[src/include/sdSpi_config.svh]
// SD SPI front end configuration

`ifndef SD_SPI_CONFIG_SVH
`define SD_SPI_CONFIG_SVH

//////////////////////////////////////////////////////////////////////
// SPI clock divisors
//////////////////////////////////////////////////////////////////////

// Half-period count for the slow clock, about 400 kHz class
`define SD_SLOW_DIV 6'd63

// Half-period count for the fast clock
`define SD_FAST_DIV 6'd1

//////////////////////////////////////////////////////////////////////
// Protocol counts
//////////////////////////////////////////////////////////////////////

// Filler bytes at power-up, 8 clocks each
`define SD_INIT_BYTES 10

// Response bytes polled before a timeout
`define SD_POLL_MAX 8

`endif

[src/design/sdSpiPkg.sv]
// SD SPI shared types and constants

package sdSpiPkg;

   //////////////////////////////////////////////////////////////////////
   // Physical layer operations
   //////////////////////////////////////////////////////////////////////

   // Operation selector, sampled by the physical layer while idle
   typedef enum logic [2:0]
   {
      SPI_NOP  = 3'd0,
      SPI_CSL  = 3'd1,
      SPI_CSH  = 3'd2,
      SPI_FAST = 3'd3,
      SPI_SLOW = 3'd4,
      SPI_TR   = 3'd5
   } spiOp_t;

   //////////////////////////////////////////////////////////////////////
   // SD protocol bytes
   //////////////////////////////////////////////////////////////////////

   // Filler sent while clocking and polling
   localparam logic [7:0] SD_IDLE_BYTE = 8'hff;

   // Leading bits of every command byte
   localparam logic [1:0] SD_START_BITS = 2'b01;

endpackage

[src/design/sdSpiPhy.sv]
// SD SPI physical layer

`timescale 1ns/10ps

`include "sdSpi_config.svh"

module sdSpiPhy
(
   input  logic              clk,
   input  logic              rst,
   input  sdSpiPkg::spiOp_t  spiOp,
   input  logic [7:0]        spiTxd,
   output logic [7:0]        spiRxd,
   input  logic              spiMiso,
   output logic              spiMosi,
   output logic              spiSclk,
   output logic              spiCs,
   output logic              spiDone
);

   import sdSpiPkg::*;

   // Byte engine states
   typedef enum logic [2:0]
   {
      stReset    = 3'd0,
      stIdle     = 3'd1,
      stClkLow   = 3'd2,
      stClkHigh  = 3'd3,
      stLastHigh = 3'd4,
      stLastLow  = 3'd5
   } phyState_t;

   phyState_t   state;
   logic [2:0]  bitCnt;
   logic [5:0]  halfCnt;
   logic [5:0]  clkDiv;
   logic [7:0]  txd;
   logic [7:0]  rxd;

   //////////////////////////////////////////////////////////////////////
   // Control FSM and shift engine
   //////////////////////////////////////////////////////////////////////

   always_ff @(posedge clk)
   begin
      if (rst)
      begin
         state   <= stReset;
         spiDone <= 1'b0;
         spiCs   <= 1'b1;
         bitCnt  <= 3'd0;
         halfCnt <= 6'd0;
         clkDiv  <= `SD_SLOW_DIV;
         txd     <= SD_IDLE_BYTE;
         rxd     <= SD_IDLE_BYTE;
      end
      else
      begin
         // Done is a single cycle strobe
         spiDone <= 1'b0;
         case (state)
            // Come up at slow speed
            stReset:
            begin
               clkDiv <= `SD_SLOW_DIV;
               state  <= stIdle;
            end
            // Decode one operation per cycle
            stIdle:
            begin
               case (spiOp)
                  SPI_NOP:
                  begin
                     state <= stIdle;
                  end
                  SPI_CSL:
                     spiCs <= 1'b0;
                  SPI_CSH:
                     spiCs <= 1'b1;
                  SPI_FAST:
                     clkDiv <= `SD_FAST_DIV;
                  SPI_SLOW:
                     clkDiv <= `SD_SLOW_DIV;
                  SPI_TR:
                  begin
                     // Load byte, first bit already on MOSI
                     halfCnt <= clkDiv;
                     bitCnt  <= 3'd7;
                     txd     <= spiTxd;
                     state   <= stClkLow;
                  end
                  default:
                     state <= stIdle;
               endcase
            end
            // SCLK low, card drives MISO
            stClkLow:
            begin
               if (halfCnt == 6'd0)
               begin
                  // Sample at the end of the low phase
                  halfCnt <= clkDiv;
                  rxd     <= {rxd[6:0], spiMiso};
                  state   <= stClkHigh;
               end
               else
                  halfCnt <= halfCnt - 6'd1;
            end
            // SCLK high, card has latched MOSI
            stClkHigh:
            begin
               if (halfCnt == 6'd0)
               begin
                  halfCnt <= clkDiv;
                  if (bitCnt == 3'd0)
                     state <= stLastHigh;
                  else
                  begin
                     // Next bit out, refill with ones
                     txd    <= {txd[6:0], 1'b1};
                     bitCnt <= bitCnt - 3'd1;
                     state  <= stClkLow;
                  end
               end
               else
                  halfCnt <= halfCnt - 6'd1;
            end
            // Hold time after the last rising edge
            stLastHigh:
            begin
               if (halfCnt == 6'd0)
               begin
                  halfCnt <= clkDiv;
                  state   <= stLastLow;
               end
               else
                  halfCnt <= halfCnt - 6'd1;
            end
            // Guard phase, SCLK still parked high so no extra edge
            stLastLow:
            begin
               if (halfCnt == 6'd0)
               begin
                  halfCnt <= clkDiv;
                  spiDone <= 1'b1;
                  state   <= stIdle;
               end
               else
                  halfCnt <= halfCnt - 6'd1;
            end
            default:
               state <= stIdle;
         endcase
      end
   end

   //////////////////////////////////////////////////////////////////////
   // Pin outputs
   //////////////////////////////////////////////////////////////////////

   // Clock idles high, low only during data low phases
   assign spiSclk = (state != stClkLow);
   // MSB first
   assign spiMosi = txd[7];
   assign spiRxd  = rxd;

endmodule

[src/design/sdCmdSequencer.sv]
// SD command sequencer

`timescale 1ns/10ps

`include "sdSpi_config.svh"

module sdCmdSequencer
(
   input  logic              clk,
   input  logic              rst,
   input  logic              initStart,
   input  logic              cmdStart,
   input  logic [5:0]        cmdIndex,
   input  logic [31:0]       cmdArg,
   input  logic              setFast,
   input  logic              setSlow,
   output sdSpiPkg::spiOp_t  spiOp,
   output logic [7:0]        spiTxd,
   input  logic [7:0]        spiRxd,
   input  logic              spiDone,
   output logic              busy,
   output logic              cmdDone,
   output logic [7:0]        resp,
   output logic              respTimeout
);

   import sdSpiPkg::*;

   // Sequencer states
   typedef enum logic [3:0]
   {
      stIdle    = 4'd0,
      stInitCs  = 4'd1,
      stInit    = 4'd2,
      stCmdCs   = 4'd3,
      stPre     = 4'd4,
      stFrame   = 4'd5,
      stPoll    = 4'd6,
      stEndCs   = 4'd7,
      stTrail   = 4'd8
   } seqState_t;

   // Last value of the shared byte counter per phase
   localparam logic [3:0] InitLast  = 4'(`SD_INIT_BYTES - 1);
   localparam logic [3:0] FrameLast = 4'd5;
   localparam logic [3:0] PollLast  = 4'(`SD_POLL_MAX - 1);

   seqState_t    state;
   logic         pending;
   logic [3:0]   byteCnt;
   logic [39:0]  frameSr;
   logic [6:0]   crc;
   logic [7:0]   nextByte;

   //////////////////////////////////////////////////////////////////////
   // CRC7, polynomial x^7 + x^3 + 1
   //////////////////////////////////////////////////////////////////////

   function automatic logic [6:0] crc7Byte(input logic [6:0] crcIn, input logic [7:0] data);
      logic [6:0] c;
      logic       fb;
      c = crcIn;
      // MSB first, one bit per step
      for (int i = 7; i >= 0; i--)
      begin
         fb = c[6] ^ data[i];
         c  = {c[5:3], c[2] ^ fb, c[1:0], fb};
      end
      return c;
   endfunction

   // Frame bytes come from the shifter, the last one is CRC plus stop bit
   always_comb
   begin
      if (state == stFrame)
         nextByte = (byteCnt == FrameLast) ? {crc, 1'b1} : frameSr[39:32];
      else
         nextByte = SD_IDLE_BYTE;
   end

   //////////////////////////////////////////////////////////////////////
   // Sequencer FSM
   //////////////////////////////////////////////////////////////////////

   always_ff @(posedge clk)
   begin
      if (rst)
      begin
         state       <= stIdle;
         spiOp       <= SPI_NOP;
         pending     <= 1'b0;
         byteCnt     <= 4'd0;
         cmdDone     <= 1'b0;
         resp        <= SD_IDLE_BYTE;
         respTimeout <= 1'b0;
      end
      else
      begin
         // Operations and done are one cycle wide
         spiOp   <= SPI_NOP;
         cmdDone <= 1'b0;
         case (state)
            // Accept one request, init has priority
            stIdle:
            begin
               if (initStart)
               begin
                  resp        <= SD_IDLE_BYTE;
                  respTimeout <= 1'b0;
                  state       <= stInitCs;
               end
               else if (cmdStart)
               begin
                  resp        <= SD_IDLE_BYTE;
                  respTimeout <= 1'b0;
                  frameSr     <= {SD_START_BITS, cmdIndex, cmdArg};
                  crc         <= 7'd0;
                  state       <= stCmdCs;
               end
               else if (setFast)
                  spiOp <= SPI_FAST;
               else if (setSlow)
                  spiOp <= SPI_SLOW;
            end
            // Card wants CS high during power-up clocks
            stInitCs:
            begin
               spiOp   <= SPI_CSH;
               byteCnt <= 4'd0;
               state   <= stInit;
            end
            stCmdCs:
            begin
               spiOp <= SPI_CSL;
               state <= stPre;
            end
            stEndCs:
            begin
               spiOp <= SPI_CSH;
               state <= stTrail;
            end
            // Byte transfer states
            default:
            begin
               if (!pending)
               begin
                  // Issue the byte, physical layer is idle here
                  spiOp   <= SPI_TR;
                  spiTxd  <= nextByte;
                  pending <= 1'b1;
                  if (state == stFrame && byteCnt != FrameLast)
                  begin
                     frameSr <= {frameSr[31:0], 8'h00};
                     crc     <= crc7Byte(crc, frameSr[39:32]);
                  end
               end
               else if (spiDone)
               begin
                  pending <= 1'b0;
                  case (state)
                     stInit:
                     begin
                        if (byteCnt == InitLast)
                        begin
                           cmdDone <= 1'b1;
                           state   <= stIdle;
                        end
                        else
                           byteCnt <= byteCnt + 4'd1;
                     end
                     stPre:
                     begin
                        byteCnt <= 4'd0;
                        state   <= stFrame;
                     end
                     stFrame:
                     begin
                        if (byteCnt == FrameLast)
                        begin
                           byteCnt <= 4'd0;
                           state   <= stPoll;
                        end
                        else
                           byteCnt <= byteCnt + 4'd1;
                     end
                     stPoll:
                     begin
                        // R1 has a zero MSB
                        if (!spiRxd[7])
                        begin
                           resp  <= spiRxd;
                           state <= stEndCs;
                        end
                        else if (byteCnt == PollLast)
                        begin
                           resp        <= SD_IDLE_BYTE;
                           respTimeout <= 1'b1;
                           state       <= stEndCs;
                        end
                        else
                           byteCnt <= byteCnt + 4'd1;
                     end
                     // Trailing byte lets the card release MISO
                     default:
                     begin
                        cmdDone <= 1'b1;
                        state   <= stIdle;
                     end
                  endcase
               end
            end
         endcase
      end
   end

   // Busy drops together with the done strobe
   assign busy = (state != stIdle);

endmodule

[src/design/sdSpiTop.sv]
// SD SPI front end top level

`timescale 1ns/10ps

module sdSpiTop
(
   input  logic         clk,
   input  logic         rst,
   input  logic         initStart,
   input  logic         cmdStart,
   input  logic [5:0]   cmdIndex,
   input  logic [31:0]  cmdArg,
   input  logic         setFast,
   input  logic         setSlow,
   output logic         busy,
   output logic         cmdDone,
   output logic [7:0]   resp,
   output logic         respTimeout,
   input  logic         sdMiso,
   output logic         sdMosi,
   output logic         sdSclk,
   output logic         sdCs
);

   import sdSpiPkg::*;

   // Sequencer to physical layer
   spiOp_t       spiOp;
   logic [7:0]   spiTxd;
   logic [7:0]   spiRxd;
   logic         spiDone;

   // Command level control
   sdCmdSequencer sdCmdSequencer_inst
   (
      .clk         (clk),
      .rst         (rst),
      .initStart   (initStart),
      .cmdStart    (cmdStart),
      .cmdIndex    (cmdIndex),
      .cmdArg      (cmdArg),
      .setFast     (setFast),
      .setSlow     (setSlow),
      .spiOp       (spiOp),
      .spiTxd      (spiTxd),
      .spiRxd      (spiRxd),
      .spiDone     (spiDone),
      .busy        (busy),
      .cmdDone     (cmdDone),
      .resp        (resp),
      .respTimeout (respTimeout)
   );

   // Card pins
   sdSpiPhy sdSpiPhy_inst
   (
      .clk     (clk),
      .rst     (rst),
      .spiOp   (spiOp),
      .spiTxd  (spiTxd),
      .spiRxd  (spiRxd),
      .spiMiso (sdMiso),
      .spiMosi (sdMosi),
      .spiSclk (sdSclk),
      .spiCs   (sdCs),
      .spiDone (spiDone)
   );

endmodule

[config.mk]
export PLATFORM = sky130hd
export DESIGN_NAME = sdSpiTop
export DESIGN_NICKNAME = d
export VERILOG_FILES = /design/src/design/sdSpiPkg.sv /design/src/design/sdSpiPhy.sv /design/src/design/sdCmdSequencer.sv /design/src/design/sdSpiTop.sv
export VERILOG_INCLUDE_DIRS = /design/src /design/src/include
export SDC_FILE = /design/constraint.sdc
export NUM_CORES = 1
export LEC_CHECK = 0
export BUFFER_PORTS_ARGS = -buffer_cell sky130_fd_sc_hd__buf_4
export CAP_MARGIN = 20
export CORE_ASPECT_RATIO = 1.2
export CORE_MARGIN = 4
export CORE_UTILIZATION = 63
export CTS_CLUSTER_DIAMETER = 200
export DETAILED_ROUTE_END_ITERATION = 10
export PLACE_DENSITY = 0.85
export SKIP_LAST_GASP = 1
export SLEW_MARGIN = 25
export SYNTH_ARGS = -nofsm -noshare
export SYNTH_HDL_FRONTEND = slang
export SYNTH_SLANG_ARGS = --single-unit
[constraint.sdc]
create_clock -name clk -period 13.6 [get_ports clk]
set_input_delay 0.68 -clock clk [delete_from_list [all_inputs] [get_ports clk]]
set_output_delay 0.68 -clock clk [all_outputs]
set_load 0.01 [all_outputs]
==> results_dict.tcl, run 1 <==
set metrics [dict create \
    status "finished clean" \
    power_frac_comb_pct 31.1 \
    fill_cells 549 \
    synth_nets 583 \
    crit_buf_inv 3 \
    grt_setup_unrepaired "false" \
    antenna_found_initial 0 \
    clock_power_share_pct 21.0 \
    switchingPower_mw 0.317 \
    fin_crit_ps 2990 \
    relSlewSlack_pct 42.1 \
    cts-buffers-inserted 9 \
    grt_pass1_vias 3742 \
    slew_viol_final 0 \
    finalSetupViolCount 0 \
    synthesis.area_um2 5080 \
    path_clk_slew_ps 110 \
    p_per_area_nw_per_um2 156 \
    cts-root-buf "clkbuf_8" \
    postCtsHoldBufs 0 \
    grt_pass1_wl_um 16600 \
    place_congestion 0.832 \
    drt_wl_total_um 9840 \
    critPathCaptureType "output pin" \
    cp.arrival_ps 2310 \
    routed_via_density 5.76 \
    drc_errors 0 \
    synth_top_cell_by_area "edfxtp_1" \
    synth_warnings 0 \
    power_frac_seq_pct 48.0 \
    slowest_stage "dfxtp_1" \
    dieArea_um2 9570 \
    row_count 35 \
    cts_tree "done" \
    finalHoldViolCount 0 \
    fin_util_pct 73.8 \
    fmax_mhz 335 \
    fin_hold_ws_ps 480 \
    core_um2 7750 \
    yosys-top-cells-area "edfxtp_1, dfxtp_1, nand2_1" \
    cts.sinks 108 \
    cp_cell_sequence "nor4_4 -> buf_4 -> inv_2 -> buf_4" \
    dr.first_iter.drc_count 180 \
    io_pins 59 \
    syn_avg_cell_area_um2 9.55 \
    cts_setup_buffers 0 \
    antenna_left 0 \
    grt_max_degree 49 \
    port-buffer-count 58 \
    synth_xor_area_share_pct 2.93 \
    cp-start-kind "flip-flop" \
    finalPower_mw 0.890 \
    cts-resized-gates 0 \
    fin_skew_ps 17.1 \
    die_y_um 106 \
    ys_types 69 \
    worst_slew_pin_slew_ps 868 \
    ys_seq_elements 108 \
    setup_tns_ps 0 \
    final_area_um2 5720 \
    fin_nets 626 \
    grt_usage_pct 21.2 \
    drive_gt1_share_pct 16.4 \
    synth_cells 532 \
    synth_edf_count 55 \
    critPathMaxFanout 48 \
    first_pass_iters 5 \
    p_sw_share_pct 35.6 \
    synth-simple-area-share_pct 24.9 \
    p_leak_nw 2.23 \
    async_flop_share_pct 0 \
    synth_mux_area_share_pct 0.591 \
    insertion_delay_ps 370 \
    max_stage_delay_ps 510 \
    critPathTopFamily "buffers and inverters" \
    synth_top_area_share_pct 32.5 \
    clock_path_buffers 2 \
    min_path_type "flip-flop to flip-flop" \
    start_util_pct 65.5 \
    hpwl_um 6870 \
    internal_power_mw 0.573 \
    dieWidth_um 90.0 \
    critPathKind "flip-flop to output pin" \
    synthAdderAreaFrac_pct 1.48 \
    n_antenna_cell 0 \
    place_area_um2 5530 \
    fin_crit_sh_pct 22.0 \
    vias 3874 \
    cap_violations 0 \
    cpMostUsedCell "buf_4" \
    cp_data_required_time_ps 12920 \
    ir_drop_v 0.000112 \
    synth_compound_area_share_pct 12.8 \
    grt-ovfl-total 0 \
    seq_area_frac_synth_pct 53.4 \
    area_growth_pct 12.6 \
    synth_ff_type "edfxtp_1" \
    synth_top_family_by_area "simple AND/OR/NAND/NOR gates" \
    wl_per_cell_um 14.6 \
    h-tree-depth 3 \
]
[Yosys cell counts, drive strengths merged (7+ instances only)]
cell     number
and2         10
o22a          7
nand3b       10
a2111oi       8
inv          15
nor2         36
xnor2        15
o21ai         9
nand3        23
dfxtp        53
clkbuf       12
buf          16
and3          7
a21oi        27
edfxtp       55
nor3         14
nand2       141
[cells by family (layout without fill, tap and decap cells)]
family / count (synthesis) / after routing
adders and majority gates: 6 / 6
xor gates and xnor gates: 17 / 17
and+or+nand+nor: 268 / 268
buffers and inverters: 43 / 91
AOI/OAI and AO/OA: 87 / 87
muxes: 3 / 3
DFF: 108 / 108
[flip-flops by register name, summed over array words and instances (netlist names)]
signal,flops
sdCmdSequencer_inst.resp,8
sdSpiPhy_inst.spiCs,1
sdCmdSequencer_inst.pending,1
sdSpiPhy_inst.spiRxd,8
sdSpiPhy_inst.clkDiv,1
sdCmdSequencer_inst.crc,7
sdSpiPhy_inst.spiDone,1
sdCmdSequencer_inst.spiOp,3
sdSpiPhy_inst.halfCnt,6
sdSpiPhy_inst.bitCnt,3
sdCmdSequencer_inst.spiTxd,8
sdSpiPhy_inst.state,3
sdCmdSequencer_inst.byteCnt,4
sdCmdSequencer_inst.frameSr,40
sdCmdSequencer_inst.state,4
sdCmdSequencer_inst.respTimeout,1
sdCmdSequencer_inst.cmdDone,1
sdSpiPhy_inst.txd,8
[worst reg2reg max path, delay by kind of cell, from the launching register on]
kind	cells	cell delay [ps]
DFF	1	720
buffers and inverters	1	520
AOI/OAI and AO/OA	1	530
and+or+nand+nor	3	830
[per-stage QoR]
stage          setup WS, ps  cells
5_1_grt               10420    672
6_report              10610    672
4_1_cts               10600    672
3_5_place_dp          10650    656
3_3_place_gp          10800    656
2_1_floorplan          8320    532
[path summary, 6_finish.rpt]
check | startpoint | to | slack, ps | cells past startpoint
max | sdCmdSequencer_inst.state[0] | busy | 10610 | 4
min | sdSpiPhy_inst.bitCnt[2] | sdSpiPhy_inst.bitCnt[2] | 480 | 2
max reg2reg | sdCmdSequencer_inst.state[0] | sdCmdSequencer_inst.frameSr[9] | 10640 | 5
min reg2reg | sdSpiPhy_inst.bitCnt[2] | sdSpiPhy_inst.bitCnt[2] | 480 | 2
[power groups by stage]
stage	Clock, mW	Combinational [mW]	Sequential [mW]
2_1_floorplan	0	0.230	0.422
3_3_place_gp	0	0.268	0.432
3_5_place_dp	0	0.276	0.434
4_1_cts	0.191	0.279	0.426
5_1_grt	0.205	0.314	0.430
6_report	0.187	0.277	0.427
[layer usage]
metal / share of wire [%] / up-vias / routed length [um] / global-route usage [%]
met2: 52 / 105 / 5160 / 38.2
met5: 0 / - / 0 / 0
met4: 2.2 / 0 / 212 / 9.19
met1: 42 / 1815 / 4100 / 24.7
li1: - / 1935 / - / -
met3: 3.7 / 19 / 368 / 3.89
[area by class of cell]
cell class | instances | area [um^2] | area share (%)
Sequential cell | 108 | 2710 | 47.4
Clock inverter | 7 | 66.3 | 1.16
Inverter | 15 | 56.3 | 0.984
Tap cell | 92 | 115 | 2.01
Clock buffer | 9 | 124 | 2.17
Multi-Input combinational cell | 381 | 2190 | 38.4
Timing Repair Buffer | 60 | 450 | 7.88
[cells in the final DEF, fill, tap and decap left out, types with 10 or more instances in the layout]
| cell type | count |
|---|---|
| inv_1 | 14 |
| nor3_1 | 10 |
| dfxtp_1 | 53 |
| nor2_1 | 35 |
| edfxtp_1 | 55 |
| a21oi_1 | 27 |
| xnor2_1 | 15 |
| buf_4 | 60 |
| nand2_1 | 141 |
| and2_1 | 10 |
| nand3_1 | 23 |
Note: power is estimated with default switching activity, not from simulation.
==> run 2, diff against run 1 <==
CORE_UTILIZATION = 53   (was 63)
PLACE_DENSITY = 0.76   (was 0.85)
clock period = 2.5 ns   (was 13.6 ns; I/O delays follow)
==> run 2 against run 1 <==
Against the previous run: core utilization fell by 8.4 points; clock-buffer cell count stayed put; critical path type is now flip-flop to flip-flop; largest cell class unchanged; routed wire length up 2.6%; critical path depth increased by 1; cell area rose by 4.9%; global-route usage decreased by 2.6 points; sequential share of layout area decreased by 2.1 points.
==> results_dict.tcl, run 2 (synthesized netlist as in run 1, its figures left out) <==
set metrics [dict create \
    routed_via_density 5.50 \
    setup_ws_ps 349 \
    dieWidth_um 97.4 \
    finalPower_mw 4.97 \
    cp-start-kind "flip-flop" \
    cp.arrival_ps 2210 \
    cts_tree "done" \
    grt_max_degree 49 \
    startpoint "sdCmdSequencer_inst.state[0]" \
    core_um2 9180 \
    critPathCaptureType "flip-flop" \
    fmax_mhz 465 \
    clock_path_buffers 2 \
    path_clk_slew_ps 100 \
    grt_pass1_vias 3856 \
    relSlewSlack_pct 53.8 \
    fin_crit_ps 2150 \
    worstReg2RegEnd "sdCmdSequencer_inst.crc[3]" \
    mostFrequentLayoutCells "nand2_1, buf_4, edfxtp_1" \
    pre_cts_ws_ps 375 \
    drt_wl_total_um 10100 \
    drc_errors 0 \
    area_growth_pct 18.2 \
    h-tree-depth 3 \
    fin_nets 649 \
    grt-ovfl-total 0 \
    critPathKind "flip-flop to flip-flop" \
    setup_tns_ps 0 \
    wl_per_cell_um 14.0 \
    cts-root-buf "clkbuf_8" \
    slowest_stage "dfxtp_4" \
    fill_cells 724 \
    hold_path.startpoint "cmdArg[28]" \
    worst_slew_pin_slew_ps 693 \
    min_path_cells 3 \
    largest_register "sdCmdSequencer_inst.frameSr" \
    cap_violations 0 \
    crit_buf_inv 1 \
    first_pass_iters 5 \
    cts.sinks 108 \
    largest_reg_flops 40 \
    min_path_type "primary input to flip-flop" \
    cp_cell_sequence "nand2_1 -> nor3_4 -> nand3b_1 -> a221oi_4 -> buf_12" \
    critPathTopFamily "simple AND/OR/NAND/NOR gates" \
    p_per_area_nw_per_um2 828 \
    slew_viol_final 0 \
    finalSetupViolCount 0 \
    r2r-start "sdCmdSequencer_inst.state[0]" \
    antenna_found_initial 0 \
    hpwl_um 6920 \
    r2r_slack_ps 350 \
    place_congestion 0.921 \
    fin_crit_sh_pct 86.0 \
    grt_setup_unrepaired "false" \
    n_antenna_cell 0 \
    io_pins 59 \
    status "finished clean" \
    row_count 38 \
    critPathMaxFanout 47 \
    start_util_pct 55.4 \
    antenna_left 0 \
    p_leak_nw 2.34 \
    holdPathEnd "sdCmdSequencer_inst.frameSr[28]" \
    vias 3978 \
    cts-resized-gates 0 \
    insertion_delay_ps 370 \
    fin_skew_ps 8.78 \
    port-buffer-count 58 \
    final_common_cell "nand2_1" \
    placed_cells 691 \
    dieArea_um2 11200 \
    grt_pass1_wl_um 17200 \
    ir_drop_v 0.000589 \
    rr_worst_depth 5 \
    cp_data_required_time_ps 2560 \
    dr.first_iter.drc_count 213 \
    grt_usage_pct 18.6 \
    cts-buffers-inserted 9 \
    fin_cells 723 \
    fin_hold_ws_ps 17.4 \
    finalHoldViolCount 0 \
    die_y_um 115 \
    drive_gt1_share_pct 16.9 \
    max_stage_delay_ps 460 \
]
[run 2: cell types whose count changed in the layout (fill, tap and decap cells not counted), moves of 2 or more]
cell / delta
dfxtp_1: -2
clkinv_1: +2
inv_8: -3
buf_4: +6
dfxtp_4: +2
dlygate4sd3_1: +16
[run 2: repair_timing]
action	in CTS	in global routing
buffers inserted	0	0
endpoints found under the hold margin	16	0
hold buffers	16	0
[run 2: worst max path at each step]
| stage | end | slack (ps) | depth (start not counted) |
|---|---|---|---|
| after CTS | sdCmdSequencer_inst.crc[4] | 360 | 5 |
| after global placement | sdCmdSequencer_inst.frameSr[4] | 440 | 5 |
| after global routing | sdSpiPhy_inst.txd[2] | 250 | 7 |
| after detailed placement | sdCmdSequencer_inst.frameSr[4] | 370 | 5 |
| after floorplan | sdCmdSequencer_inst.crc[0] | -290 | 4 |
| final | sdCmdSequencer_inst.crc[3] | 350 | 5 |
[run 2: final cells by class]
class | count | area, um^2 | share of cell area (%)
flip-flops and latches | 108 | 2720 | 45.3
multi-input cells | 381 | 2200 | 36.7
repair buffers | 83 | 676 | 11.3
well taps | 120 | 150 | 2.50
clock buffers | 9 | 124 | 2.06
clock inverters | 7 | 75.1 | 1.25
inverters | 15 | 56.3 | 0.938
[run 2: through the flow]
stage | util, % | instance area, um^2
4_1_cts | 65.4 | 6000
3_5_place_dp | 61.5 | 5640
3_3_place_gp | 61.5 | 5640
5_1_grt | 65.4 | 6000
2_1_floorplan | - | 5130
6_report | 65.4 | 6000
[run 2: routing by layer]
metal	up-vias	global-route usage [%]	share of wire (%)	wire length (um)
met3	12	4.61	4.8	481
met2	95	32.6	52	5240
met5	-	0	0	0
li1	1991	-	-	-
met1	1880	22.5	42	4260
met4	0	6.46	1.3	128
[run 2: where the power goes]
| part | internal, mW | switching, mW |
|---|---|---|
| clock | 0.471 | 0.595 |
| combinational | 0.615 | 0.970 |
| sequential | 2.17 | 0.151 |
[run 2: tightest hold or removal path, stage by stage]
cell and delay (ps):
buf_4 70, nand2_1 40, nand2_1 50
==> run 3, diff against run 2 <==
SLEW_MARGIN = unset   (was 25)
SYNTH_HIERARCHICAL = 1   (was unset)
==> run 3 against run 2 <==
Against the previous run: clock-buffer cell count rose by 2; routed wire length grew 3.2%; sequential share of layout area fell by 0.53 points; combinational power up 7%; via count up 1.4%; critical path depth up 1; cell area is 0.90% higher; clock power increased by 27%; critical path type unchanged.
==> results_dict.tcl, run 3 <==
set metrics [dict create \
    status "finished clean" \
    area_growth_pct 15.0 \
    path_clk_slew_ps 70 \
    ir_drop_v 0.000580 \
    syn_avg_cell_area_um2 9.54 \
    synth_compound_area_share_pct 12.2 \
    critPathCaptureType "flip-flop" \
    ys_types 68 \
    antenna_left 0 \
    critPathMaxFanout 11 \
    synth_xor_area_share_pct 2.83 \
    r2r_slack_ps 340 \
    grt_max_degree 68 \
    relSlewSlack_pct 53.7 \
    dieArea_um2 11600 \
    synth_top_area_share_pct 31.4 \
    slew_viol_final 0 \
    internal_power_mw 3.53 \
    fill_cells 767 \
    n_antenna_cell 0 \
    r2r-start "sdCmdSequencer_inst/byteCnt[0]" \
    largest_register "sdCmdSequencer_inst/frameSr" \
    cp_data_required_time_ps 2770 \
    rr_worst_depth 6 \
    grt-ovfl-total 0 \
    vias 4032 \
    fin_skew_ps 8.82 \
    core_um2 9610 \
    synthAdderAreaFrac_pct 1.66 \
    seq_area_um2 2710 \
    p_leak_nw 2.43 \
    die_y_um 117 \
    p_sw_share_pct 34.3 \
    cts-resized-gates 0 \
    synth_top_family_by_area "simple AND/OR/NAND/NOR gates" \
    grt_usage_pct 18.4 \
    routed_via_density 5.56 \
    drive_gt1_share_pct 15.8 \
    ys_seq_elements 108 \
    hpwl_um 7190 \
    cts_setup_buffers 0 \
    drc_errors 0 \
    synth_warnings 6 \
    finalSetupViolCount 0 \
    power_frac_seq_pct 43.1 \
    synth_mux_area_share_pct 2.14 \
    antenna_found_initial 0 \
    first_pass_iters 4 \
    dr.first_iter.drc_count 280 \
    grt_setup_unrepaired "false" \
    synth_cells 552 \
    row_count 39 \
    switchingPower_mw 1.84 \
    power_frac_comb_pct 31.7 \
    cts-root-buf "clkbuf_16" \
    multi_input_area_um2 2330 \
    min_path_type "primary input to flip-flop" \
    synth_ff_type "edfxtp_1" \
    cts.sinks 108 \
    synth_edf_count 55 \
    insertion_delay_ps 350 \
    synth_commonest_cells "nand2_1, edfxtp_1, dfxtp_1, nor2_1, clkbuf_1" \
    dieWidth_um 99.0 \
    synth_nets 604 \
    cap_violations 0 \
    clock_power_share_pct 25.3 \
    yosysMostFrequentCell "nand2_1" \
    worst_slew_pin_slew_ps 688 \
    finalHoldViolCount 0 \
    port-buffer-count 58 \
    hold_path.startpoint "cmdArg[8]" \
    h-tree-depth 3 \
    clock_path_buffers 2 \
    io_pins 59 \
    final_common_cell "nand2_1" \
    cts_tree "done" \
    critPathKind "flip-flop to flip-flop" \
    grt_pass1_vias 3717 \
    async_flop_share_pct 0 \
    setup_tns_ps 0 \
    fmax_mhz 462 \
    cp.arrival_ps 2440 \
    drt_wl_total_um 10400 \
    worstReg2RegEnd "sdCmdSequencer_inst/state[0]" \
    p_per_area_nw_per_um2 886 \
    fin_crit_ps 2160 \
    grt_pass1_wl_um 17200 \
    fin_crit_sh_pct 86.6 \
    holdPathEnd "sdCmdSequencer_inst/frameSr[8]" \
    largest_reg_flops 40 \
    cp-start-kind "flip-flop" \
    synthesis.area_um2 5260 \
    yosys-top-cells-area "edfxtp_1, dfxtp_1, nand2_1" \
    synth_top_cell_by_area "edfxtp_1" \
    start_util_pct 54.8 \
    seq_area_frac_synth_pct 51.5 \
    min_path_cells 3 \
    mostFrequentLayoutCells "nand2_1, buf_4, edfxtp_1" \
    wl_per_cell_um 14.4 \
    synth-simple-area-share_pct 25.3 \
    cts-buffers-inserted 9 \
    place_congestion 0.911 \
    postCtsHoldBufs 0 \
    fin_util_pct 63.0 \
    fin_nets 649 \
]
[run 3: logic make-up after synthesis]
logic type	count (synthesis)
simple gates	271
flops	108
compound gates	87
buf+inv	51
xor+xnor	17
mux	11
fa+ha+maj	7
[run 3: layout make-up]
cell class	instances	share of cell area, %
Clock buffer	11	4.01
Clock inverter	5	0.702
Inverter	21	1.30
Multi-Input combinational cell	393	38.5
Sequential cell	108	44.8
Tap cell	123	2.54
Timing Repair Buffer	64	8.14
[run 3: critical path, stage by stage (launching register included)]
cell      delay [ps]
dfxtp_1          400
ha_1             230
nand3b_1         350
a32oi_2          330
nand4b_2         200
or4_1            430
a21oi_1          140
[run 3: per-stage QoR]
step                      total power, mW  setup WS [ps]  std cells  hold slack [ps]  instance area [um^2]
after detailed placement             4.05            355        709              388                  5770
after global placement               4.00            457        709              386                  5770
after global routing                 5.73            128        725             10.9                  6060
final                                5.37            336        725             30.7                  6060
after floorplan                      3.63            279        552              201                  5270
after CTS                            5.41            349        725             17.2                  6060
[run 3: worst max path at each step]
stage / endpoint / slack [ps] / cells past startpoint / startpoint
floorplan: sdCmdSequencer_inst/crc[0] / 280 / 5 / sdCmdSequencer_inst/state[3]
global placement: sdCmdSequencer_inst/state[0] / 460 / 6 / sdCmdSequencer_inst/byteCnt[0]
detailed placement: sdCmdSequencer_inst/state[0] / 350 / 6 / sdCmdSequencer_inst/byteCnt[0]
CTS: sdCmdSequencer_inst/state[0] / 350 / 6 / sdCmdSequencer_inst/byteCnt[0]
global route: sdCmdSequencer_inst/byteCnt[3] / 130 / 6 / sdCmdSequencer_inst/byteCnt[0]
finish: sdCmdSequencer_inst/state[0] / 340 / 6 / sdCmdSequencer_inst/byteCnt[0]
[run 3: power groups by stage]
stage          logic, mW  registers, mW  clock network, mW
6_report            1.70           2.31               1.36
4_1_cts             1.71           2.31               1.39
3_5_place_dp        1.70           2.35                  0
5_1_grt             1.93           2.33               1.47
2_1_floorplan       1.34           2.29                  0
3_3_place_gp        1.66           2.34                  0
[run 3: layer usage]
metal	track usage, %	up-vias	part of all wire, %	wire length [um]
li1	-	2026	-	-
met1	22.8	1878	44	4570
met2	30.8	101	49	5130
met3	4.27	27	4.5	473
met4	8.56	0	2.4	255
met5	0	-	0	0
